$ cat src/nn_shape_pkg.sv
package nn_shape_pkg;

	// --------------------
	// network shape
	// --------------------

	localparam int IN_DIM   = 4;  // data points per sample
	localparam int HID_DIM  = 3;  // hidden relu units
	localparam int W1_COUNT = 12; // index is hidden * 4 + input
	localparam int W2_COUNT = 3;  // one per hidden unit

	// --------------------
	// training schedule
	// --------------------

	localparam int EPOCH_MAX      = 24; // last epoch of a run
	localparam int LR_BASE_SHIFT  = 4;  // error shift in epochs 0..3
	localparam int LR_STEP_EPOCHS = 4;  // epochs per extra halving

	// --------------------
	// index types
	// --------------------

	typedef logic [4:0] epoch_t;  // epoch number 0..24
	typedef logic [1:0] in_idx_t; // data-point slot
	typedef logic [3:0] shift_t;  // learning-rate shift

endpackage

$ cat src/nn_fixed_pkg.sv
package nn_fixed_pkg;

	// --------------------
	// q8.8 number format
	// --------------------

	// signed, wraps on overflow
	localparam int FRAC_BITS = 8; // fraction bits, also the rescale shift

	// data, target, weights, activations, deltas
	typedef logic signed [15:0] fx_t;

	// full product or sum of products, rescaled later
	typedef logic signed [31:0] acc_t;

	// --------------------
	// rescale convention
	// --------------------

	// acc_t >>> FRAC_BITS, then keep the low 16 bits
	// every product in the design goes through this step

endpackage
$ cat src/gradient_stage.sv
`timescale 1ns/100ps

module gradient_stage
	import nn_fixed_pkg::*, nn_shape_pkg::*;
(
	input  logic   clk,
	input  logic   rst_n,
	input  logic   out_valid,
	input  fx_t    out,
	input  fx_t    tgt_q,
	input  shift_t lr_shift_q,
	input  fx_t    h [HID_DIM],
	input  fx_t    y [HID_DIM],
	input  fx_t    s_q [IN_DIM],
	input  fx_t    w2 [W2_COUNT],
	output logic   grad_valid,
	output fx_t    g2,
	output fx_t    d [HID_DIM],
	output fx_t    y_g [HID_DIM],
	output fx_t    s_g [IN_DIM]
);

	fx_t  err;             // out - target
	fx_t  g2_next;         // scaled output delta
	acc_t d_acc [HID_DIM]; // g2 * w2, pre-update weights

	always_comb begin
		err     = out - tgt_q;        // 16-bit wrap
		g2_next = err >>> lr_shift_q; // learning rate as arithmetic shift
		for (int i = 0; i < HID_DIM; i++) begin
			d_acc[i] = acc_t'(g2_next) * acc_t'(w2[i]);
		end
	end

	always_ff @(posedge clk or negedge rst_n) begin
		if (!rst_n) begin
			grad_valid <= 1'b0;
		end else begin
			grad_valid <= out_valid;
		end
	end

	// deltas and carried activations
	always_ff @(posedge clk) begin
		if (out_valid) begin
			g2 <= g2_next;
			for (int i = 0; i < HID_DIM; i++) begin
				d[i] <= (h[i] > 0) ? fx_t'(d_acc[i] >>> FRAC_BITS) : '0; // relu gate
			end
			y_g <= y;   // for w2 gradient
			s_g <= s_q; // for w1 gradient
		end
	end

endmodule

$ cat config.mk
export PLATFORM = sky130hd
export DESIGN_NAME = gradient_stage
export DESIGN_NICKNAME = d
export VERILOG_FILES = /design/src/nn_shape_pkg.sv /design/src/nn_fixed_pkg.sv /design/src/gradient_stage.sv
export SDC_FILE = /design/constraint.sdc
export NUM_CORES = 2
export LEC_CHECK = 0
export ABC_AREA = 1
export BUFFER_PORTS_ARGS = -buffer_cell sky130_fd_sc_hd__buf_4
export CAP_MARGIN = 20
export CORE_ASPECT_RATIO = 0.75
export CORE_MARGIN = 2
export CORE_UTILIZATION = 32
export DETAILED_ROUTE_END_ITERATION = 6
export PLACE_DENSITY = 0.61
export RECOVER_POWER = 25
export SYNTH_ARGS = -nofsm -noshare
export SYNTH_HDL_FRONTEND = slang
export SYNTH_SLANG_ARGS = --single-unit
$ cat constraint.sdc
create_clock -name clk -period 0.8 [get_ports clk]
set_clock_uncertainty 0.05 [all_clocks]
set_input_delay 0.08 -clock clk [delete_from_list [all_inputs] [get_ports clk]]
set_output_delay 0.08 -clock clk [all_outputs]
set_load 0.1 [all_outputs]
==> metrics.txt <==
status complete, but fails checks; failing checks negative setup slack; level count of the clock H-tree 4; nature of the critical path startpoint input port; floorplan die width 360.3 um; number of maximum-capacitance constraint violations 0; number of enable-type register cells in the synthesized netlist 176; IO Port Bufs 423; count of final setup violators 270; RSZ-0062 raised after global routing true; drt first-iter violations 1896; die area 97710 um2; routed wire length per instance 17.67 um; post-synthesis cell type with the largest combined area sky130_fd_sc_hd__fa_1; fin cells 5953; fraction of synthesis flops using an asynchronous set or reset pin 0.005650; routability congestion estimate from global placement 0.9399; number of rows created at floorplan 97; fraction of final layout cells sized beyond drive strength 1 0.3565; DRC errors left 0; pin slew with the least headroom to its limit 0.7084 ns; post-synthesis cell area 30470 um2; share of Yosys cell area claimed by the top area cell type 0.3673; cell count after placement 5717; number of antenna-violating nets in the routed design 0; number of search-and-repair iterations in the first detailed-routing pass 6; top fanout value on the critical path 5; most numerous cell in the Yosys netlist sky130_fd_sc_hd__inv_1; floorplan die height 271.2 um; Layout Nets 5732; synthesized area per cell 8.449 um2; number of library cell types mapped by synthesis 53; type of destination of the critical path flop; number of max-slew violations in the final report 0; I/O pin total 424; final worst slack -5.691 ns; clock slew at the register clock pins of the worst setup and hold paths 0.08 ns; Root Buffer Master sky130_fd_sc_hd__clkbuf_16; Tot GR Track Use 0.2144; pin count of the biggest net entering global routing 30; Hold Startpoint h[47]; global-route wire length before repair 162300 um; effective utilization at floorplan 0.3247; number of instances in the synthesized netlist 3606; Area contributors post-synth sky130_fd_sc_hd__fa_1, sky130_fd_sc_hd__edfxtp_1, sky130_fd_sc_hd__inv_1; clock buffers created by TritonCTS 17; routed via count 27850; most frequent cells after synthesis sky130_fd_sc_hd__inv_1, sky130_fd_sc_hd__nand2_1, sky130_fd_sc_hd__fa_1; data required time at the worst endpoint 1.01 ns; Worst Setup Path Type in2reg; number of antenna violations at the first check in global routing 4; most used cell along the critical path sky130_fd_sc_hd__nand2_4; vias per inst 4.678; fill cell count 8728; signal arrival time at the worst endpoint 6.70 ns; total wirelength of the detailed-routed design 105200 um; Area growth, synth to finish 51.82%; cell at the slowest stage of the critical path sky130_fd_sc_hd__fa_1; Synth Flop Type sky130_fd_sc_hd__edfxtp_1; TritonCTS sink count 177; share of synthesized area occupied by flip-flops and latches 0.1743; total nets after synthesis 4638; Floorplan Core Area 93820 um2; top achievable clock speed 154.1 MHz; share of the clock period used by the worst path after layout 8.114; relative slew slack 0.5278; worst setup path start out[0]; min-delay worst type in2reg; number of global-route vias before repair 29170; WHS Path Cells 5; Longest Clk Path Bufs 2; Worst path max stage delay 0.55 ns; Yosys Warn Count 0; post-detail-place hpwl 85380 um; Congestion Overflow GR 0; TritonCTS clock tree done; Yosys reg bits 177; Final Hold Vio Count 0; post-layout min period 6.491 ns; Hold Path End d[34]
## state kept, by name (all words and copies together), names as in the netlist
signal and flops:
d 48, y_g 48, g2 16, grad_valid 1, s_g 64
## metal layers
| metal | GRT usage | wire [um] |
|---|---|---|
| met5 | 0 | 23 |
| met4 | 0.04224 | 1711 |
| met3 | 0.04385 | 7891 |
| met2 | 0.3396 | 48960 |
| met1 | 0.3040 | 46580 |
## critical path: cells and delay by family
family | cells | cell delay [ns]
buf+inv | 10 | 0.76
fa+ha+maj | 9 | 3.87
compound gates | 4 | 0.63
simple gates | 17 | 1.33
## through the flow
stage	hold WS (ns)	worst slack, ns	util	setup TNS (ns)	cell area, um2
floorplan	-0.2656	-5.717	-	-320.64	31800
global placement	-0.1945	-6.440	0.4323	-356.13	40560
detailed placement	-0.1941	-6.505	0.4323	-359.74	40560
CTS	0.02727	-5.643	0.4649	-370.65	43610
global route	0.06322	-5.958	0.4929	-383.77	46250
finish	0.08068	-5.691	0.4930	-359.07	46250
## cell families after synthesis
kind of cell,after synthesis,synth area share
xor+xnor,41,0.01269
flops,177,0.1743
buf+inv,1052,0.1313
simple gates,1314,0.1782
compound gates,237,0.04333
fa+ha+maj,785,0.4601
## what timing repair did
| item | CTS | global route |
|---|---|---|
| hold endpoints to repair | 114 | 0 |
| gates resized for setup | 241 | 570 |
| pin swaps | 90 | 179 |
| buffers inserted | 35 | 53 |
| gates cloned | 1 | 3 |
| endpoints found under the setup margin | 241 | 241 |
| hold buffers | 115 | 0 |
## worst max-delay path by stage
stage	end	slack (ns)
after floorplan	d[24]	-5.72
after global placement	d[15]	-6.44
after detailed placement	d[15]	-6.50
after CTS	d[13]	-5.64
after global routing	d[31]	-5.96
final	d[15]	-5.69
## final cells by class
type | instances | area [um2] | area share
antenna | 3 | 7.507 | 0.0001623
clock buffer | 17 | 425.4 | 0.009197
clock inverter | 15 | 182.7 | 0.003949
inverter | 939 | 3655 | 0.07902
multi-input combinational | 2377 | 24070 | 0.5204
sequential | 177 | 5311 | 0.1148
tap | 1237 | 1548 | 0.03346
timing repair buffer | 1188 | 11050 | 0.2390
## cell usage in the layout (no fill, tap or decap), types with 79 or more instances in the layout
cell type / count
sky130_fd_sc_hd__fa_1: 526
sky130_fd_sc_hd__dlygate4sd3_1: 115
sky130_fd_sc_hd__nand3_1: 79
sky130_fd_sc_hd__nand2_1: 534
sky130_fd_sc_hd__inv_1: 868
sky130_fd_sc_hd__ha_1: 155
sky130_fd_sc_hd__buf_6: 211
sky130_fd_sc_hd__buf_4: 769
sky130_fd_sc_hd__edfxtp_1: 176
sky130_fd_sc_hd__nor2_1: 371
Power is left out: the tool's default activity adds up to more than one toggle a clock period on the data nets, which glitch-free logic cannot reach.
