File: config.mk
export PLATFORM = sky130hd
export DESIGN_NAME = sample_loader
export DESIGN_NICKNAME = d
export VERILOG_FILES = /design/src/nn_shape_pkg.sv /design/src/nn_fixed_pkg.sv /design/src/sample_loader.sv
export SDC_FILE = /design/constraint.sdc
export NUM_CORES = 1
export LEC_CHECK = 0
export ABC_CLOCK_PERIOD_IN_PS = 4250
export BUFFER_PORTS_ARGS = -buffer_cell sky130_fd_sc_hd__buf_2
export CORE_ASPECT_RATIO = 0.6
export CORE_MARGIN = 1
export CORE_UTILIZATION = 49
export CTS_CLUSTER_DIAMETER = 80
export CTS_CLUSTER_SIZE = 20
export DETAILED_ROUTE_END_ITERATION = 8
export PLACE_DENSITY = 0.95
export REMOVE_ABC_BUFFERS = 1
export SYNTH_ARGS = -nofsm -noshare
export SYNTH_HDL_FRONTEND = slang
export SYNTH_SLANG_ARGS = --single-unit
File: constraint.sdc
create_clock -name clk -period 4.25 [get_ports clk]
set_clock_uncertainty 0.2 [all_clocks]
set_input_delay 0 -clock clk [delete_from_list [all_inputs] [get_ports clk]]
set_output_delay 0 -clock clk [all_outputs]
set_load 0.02 [all_outputs]
File: src/nn_shape_pkg.sv
package nn_shape_pkg;

	// --------------------
	// network shape
	// --------------------

	localparam int IN_DIM   = 4;  // data points per sample
	localparam int HID_DIM  = 3;  // hidden relu units
	localparam int W1_COUNT = 12; // index is hidden * 4 + input
	localparam int W2_COUNT = 3;  // one per hidden unit

	// --------------------
	// training schedule
	// --------------------

	localparam int EPOCH_MAX      = 24; // last epoch of a run
	localparam int LR_BASE_SHIFT  = 4;  // error shift in epochs 0..3
	localparam int LR_STEP_EPOCHS = 4;  // epochs per extra halving

	// --------------------
	// index types
	// --------------------

	typedef logic [4:0] epoch_t;  // epoch number 0..24
	typedef logic [1:0] in_idx_t; // data-point slot
	typedef logic [3:0] shift_t;  // learning-rate shift

endpackage

File: src/nn_fixed_pkg.sv
package nn_fixed_pkg;

	// --------------------
	// q8.8 number format
	// --------------------

	// signed, wraps on overflow
	localparam int FRAC_BITS = 8; // fraction bits, also the rescale shift

	// data, target, weights, activations, deltas
	typedef logic signed [15:0] fx_t;

	// full product or sum of products, rescaled later
	typedef logic signed [31:0] acc_t;

	// --------------------
	// rescale convention
	// --------------------

	// acc_t >>> FRAC_BITS, then keep the low 16 bits
	// every product in the design goes through this step

endpackage
File: src/sample_loader.sv
`timescale 1ns/100ps

module sample_loader
	import nn_fixed_pkg::*, nn_shape_pkg::*;
(
	input  logic   clk,
	input  logic   rst_n,
	input  logic   in_valid_d,
	input  logic   in_valid_t,
	input  fx_t    data_point,
	input  fx_t    target,
	input  epoch_t epoch,
	output logic   sample_valid,
	output fx_t    s [IN_DIM],
	output fx_t    tgt,
	output shift_t lr_shift
);

	in_idx_t beat_idx;  // slot of the next data point
	epoch_t  epoch_q;   // epoch of the current sample
	epoch_t  epoch_lim; // clamped to the schedule

	// beat counter, restarts whenever the data stream pauses
	always_ff @(posedge clk or negedge rst_n) begin
		if (!rst_n) begin
			beat_idx     <= '0;
			sample_valid <= 1'b0;
		end else begin
			sample_valid <= in_valid_d && (beat_idx == in_idx_t'(IN_DIM - 1)); // 4th beat
			if (in_valid_d) begin
				beat_idx <= beat_idx + 1'b1; // wraps after input 3
			end else begin
				beat_idx <= '0; // gap between samples
			end
		end
	end

	// sample payload
	always_ff @(posedge clk) begin
		if (in_valid_d) begin
			s[beat_idx] <= data_point; // serial placement, input 0 first
		end
		if (in_valid_t) begin
			tgt     <= target; // comes with the first beat
			epoch_q <= epoch;  // same beat
		end
	end

	// rate halves every LR_STEP_EPOCHS epochs
	always_comb begin
		epoch_lim = (epoch_q > epoch_t'(EPOCH_MAX)) ? epoch_t'(EPOCH_MAX) : epoch_q;
		lr_shift  = shift_t'(LR_BASE_SHIFT + epoch_lim / LR_STEP_EPOCHS); // 4..10
	end

endmodule

==> impl_metrics.csv <==
group,metric,value,unit
status,outcome,"complete, no violations",
cts,clock_tree.buffer_depth,2,
routing,routedWlPerCell,17.4,µm
timing,period_minus_ws_final,1.91,ns
setup_path,worstSetupStartpoint,"beat_idx[0]",
timing,final-hold-violation-count,0,
timing,fin_ws,2.34,ns
setup_path,critical_path_required,4.02,ns
power,post-layout-total-power,1.83,mW
setup_path,worst_ep_arrival_time,1.67,ns
power,pwr_density_cell,456,mW/mm²
logic_synthesis,post_synth_inst_count,102,
cts,total_number_of_h_tree_levels,3,
setup_path,launch_instance_of_the_worst_register_to_register_path,"beat_idx[0]",
routing,routed_via_density,4.67,
grt,vias_in_the_first_global_route,1621,
power,max-vdd-ir-drop,256,µV
floorplan,top_level_ports,126,
timing,setup_viol,0,
job,max-cap-violations,0,
cells_and_area,most_frequent_cells_in_the_layout,"buf_2 (123), edfxtp_1 (83), dlygate4sd3_1 (39), clkbuf_8 (9), and2_1 (5)",
cts,clk_pin_slew,0.08,ns
cts,cts.root.buffer_cell,"clkbuf_8",
floorplan,rows,20,
cts,cts_resized,0,
routing,dr.pass1.iters,4,
floorplan,placeableCoreArea,0.00515,mm²
setup_path,cp_num_buf_inv,1,
setup_path,worst_setup_path_end_kind,"register",
setup_path,critical_path.slowest_cell,"and2_1",
timing,fin_setup_tns,0,ns
routing,drt_iter0_drc,87,
min_path,type_of_the_most_critical_hold_path,"primary input to register",
floorplan,floorplan.die.height,59.3,µm
timing,final_min_period_over_clock_period,0.449,
cts,number_of_setup_buffers_added_after_cts,0,
routing,route.vias.total,1605,
cts,ctsHoldBuffers,39,
logic_synthesis,ys.warnings.count,0,
routing,antenna_violating_nets_post_route,0,
grt,gr-usage-all-layers,0.218,
setup_path,critical_path.max_stage_delay,0.67,ns
cts,cts_buffers,9,
timing,slew_violations,0,
logic_synthesis,simple_gate_share_of_the_synthesized_area,0.0149,
logic_synthesis,muxShareOfSynthArea,0,
setup_path,cp_top_family,"simple AND/OR/NAND/NOR gates",
timing,worst_slew_margin_rel,0.395,
floorplan,floorplan.die_area,0.00579,mm²
placement,port_buffers,123,
min_path,worstHoldStart,"target[4]",
cts,tritoncts,"done",
routing,drcViolationCount,0,
setup_path,cp_cell_sequence,"inv_1 > ha_1 > and2_1",
logic_synthesis,yosysSeqAreaShare,0.957,
routing,drt-total-wl,5980,µm
placement,detailedPlace.worstSlack,2.32,ns
logic_synthesis,post_synth.cell_area_avg,26.3,µm²
logic_synthesis,synth_top_family_by_area,"adder cells",
timing,timing_worst_slew_pin_value,0.907,ns
power,power.leakage,1.64,nW
setup_path,worst-path-max-fanout,16,
placement,place_inst,289,
grt,grt_first_pass_wirelength,8830,µm
setup_path,critPathLaunchType,"register",
logic_synthesis,postSynthRegisterBits,86,
cells_and_area,nNetsFinal,318,
cells_and_area,insertedDiodeCount,0,
cells_and_area,stdcell_count,344,
logic_synthesis,synth.distinct_cells,8,
timing,max_freq,525,MHz
cells_and_area,final_layout_size_suffix_gt1_frac,0.500,
timing,grt_setup_unrepaired,"false",
cells_and_area,final_common_cell,"buf_2",
logic_synthesis,post_synth_fa_ha_maj_area_fraction,0.0186,
floorplan,initial_utilization,0.521,
grt,grt_start_max_net_pins,20,
grt,overflow,0,
cts,clock-sinks,86,
setup_path,timing_worst_setup_path_type,"register to register",
cts,insertion_delay,0.33,ns
floorplan,die_width,97.5,µm
cells_and_area,layout.filler_cells,296,
cells_and_area,area_growth_syn_to_layout,49.4,%
grt,grt_antenna_before_repair,0,
logic_synthesis,synth-xor-area-share,0,
placement,globalplace.congestion,0.660,
logic_synthesis,synth_compound_area_frac,0.00280,
logic_synthesis,netlist_area_before_placement,0.00268,mm²
-- cell usage after synthesis (all sizes together) --
library cell	instances	area, µm²
dfrtp	3	75.1
nor2b	1	8.76
inv	3	11.3
a21boi	1	7.51
clkbuf	2	7.51
ha	4	50.1
and2	5	31.3
edfxtp	83	2490
-- routing by layer --
metal,track usage,share of wire,vias up
met5,0,0,-
met4,0.0630,0.0052,0
met3,0.0896,0.057,2
met2,0.399,0.56,70
met1,0.240,0.38,799
li1,-,-,734
-- cells by family after synthesis --
group	after synthesis
compound gates	1
fa+ha+maj	4
buf+inv	5
flops	86
simple gates	6
-- state kept, by name (all words and copies together), names as in the netlist --
name / cells
beat_idx: 2
tgt: 16
s: 64
sample_valid: 1
epoch_q: 3
-- through the flow --
stage | instance area, µm² | hold WS [ns] | utilization
after CTS | 4010 | 0.140 | 0.778
after detailed placement | 3370 | -0.404 | 0.655
final | 4010 | 0.171 | 0.778
after floorplan | 2680 | -0.496 | -
after global placement | 3370 | -0.403 | 0.655
after global routing | 4010 | 0.140 | 0.778
-- worst reg2reg max path: stages, from the launching register on --
cell	delay [ns]
dfrtp_1	0.42
inv_1	0.10
ha_1	0.14
and2_1	0.67
-- cell type report --
cell class | instances | area [µm²] | area share
clock buffers | 10 | 128 | 0.0318
multi-input cells | 11 | 97.6 | 0.0243
well taps | 66 | 82.6 | 0.0206
flip-flops and latches | 86 | 2570 | 0.640
clock inverters | 6 | 118 | 0.0293
inverters | 3 | 11.3 | 0.00281
repair buffers | 162 | 1010 | 0.251
-- worst paths after layout --
path                           endpoint  slack, ns  cells after the start
setup / recovery                  s[54]       2.34                      3
hold / removal                   tgt[4]       0.17                      2
setup reg to reg                  s[54]       2.34                      3
hold reg to reg             beat_idx[0]       0.30                      1
max in group asynchronous   beat_idx[0]       3.39                      3
min in group asynchronous  sample_valid       0.32                      3
-- report_power, final --
| part | internal [mW] | total, mW | switching, mW | leakage [nW] |
|---|---|---|---|---|
| logic | 0.0638 | 0.164 | 0.100 | 0.711 |
| registers | 0.977 | 0.989 | 0.0125 | 0.813 |
| clock network | 0.397 | 0.675 | 0.278 | 0.119 |
| total | 1.44 | 1.83 | 0.391 | 1.64 |
Power figures use the tool's default switching activity.
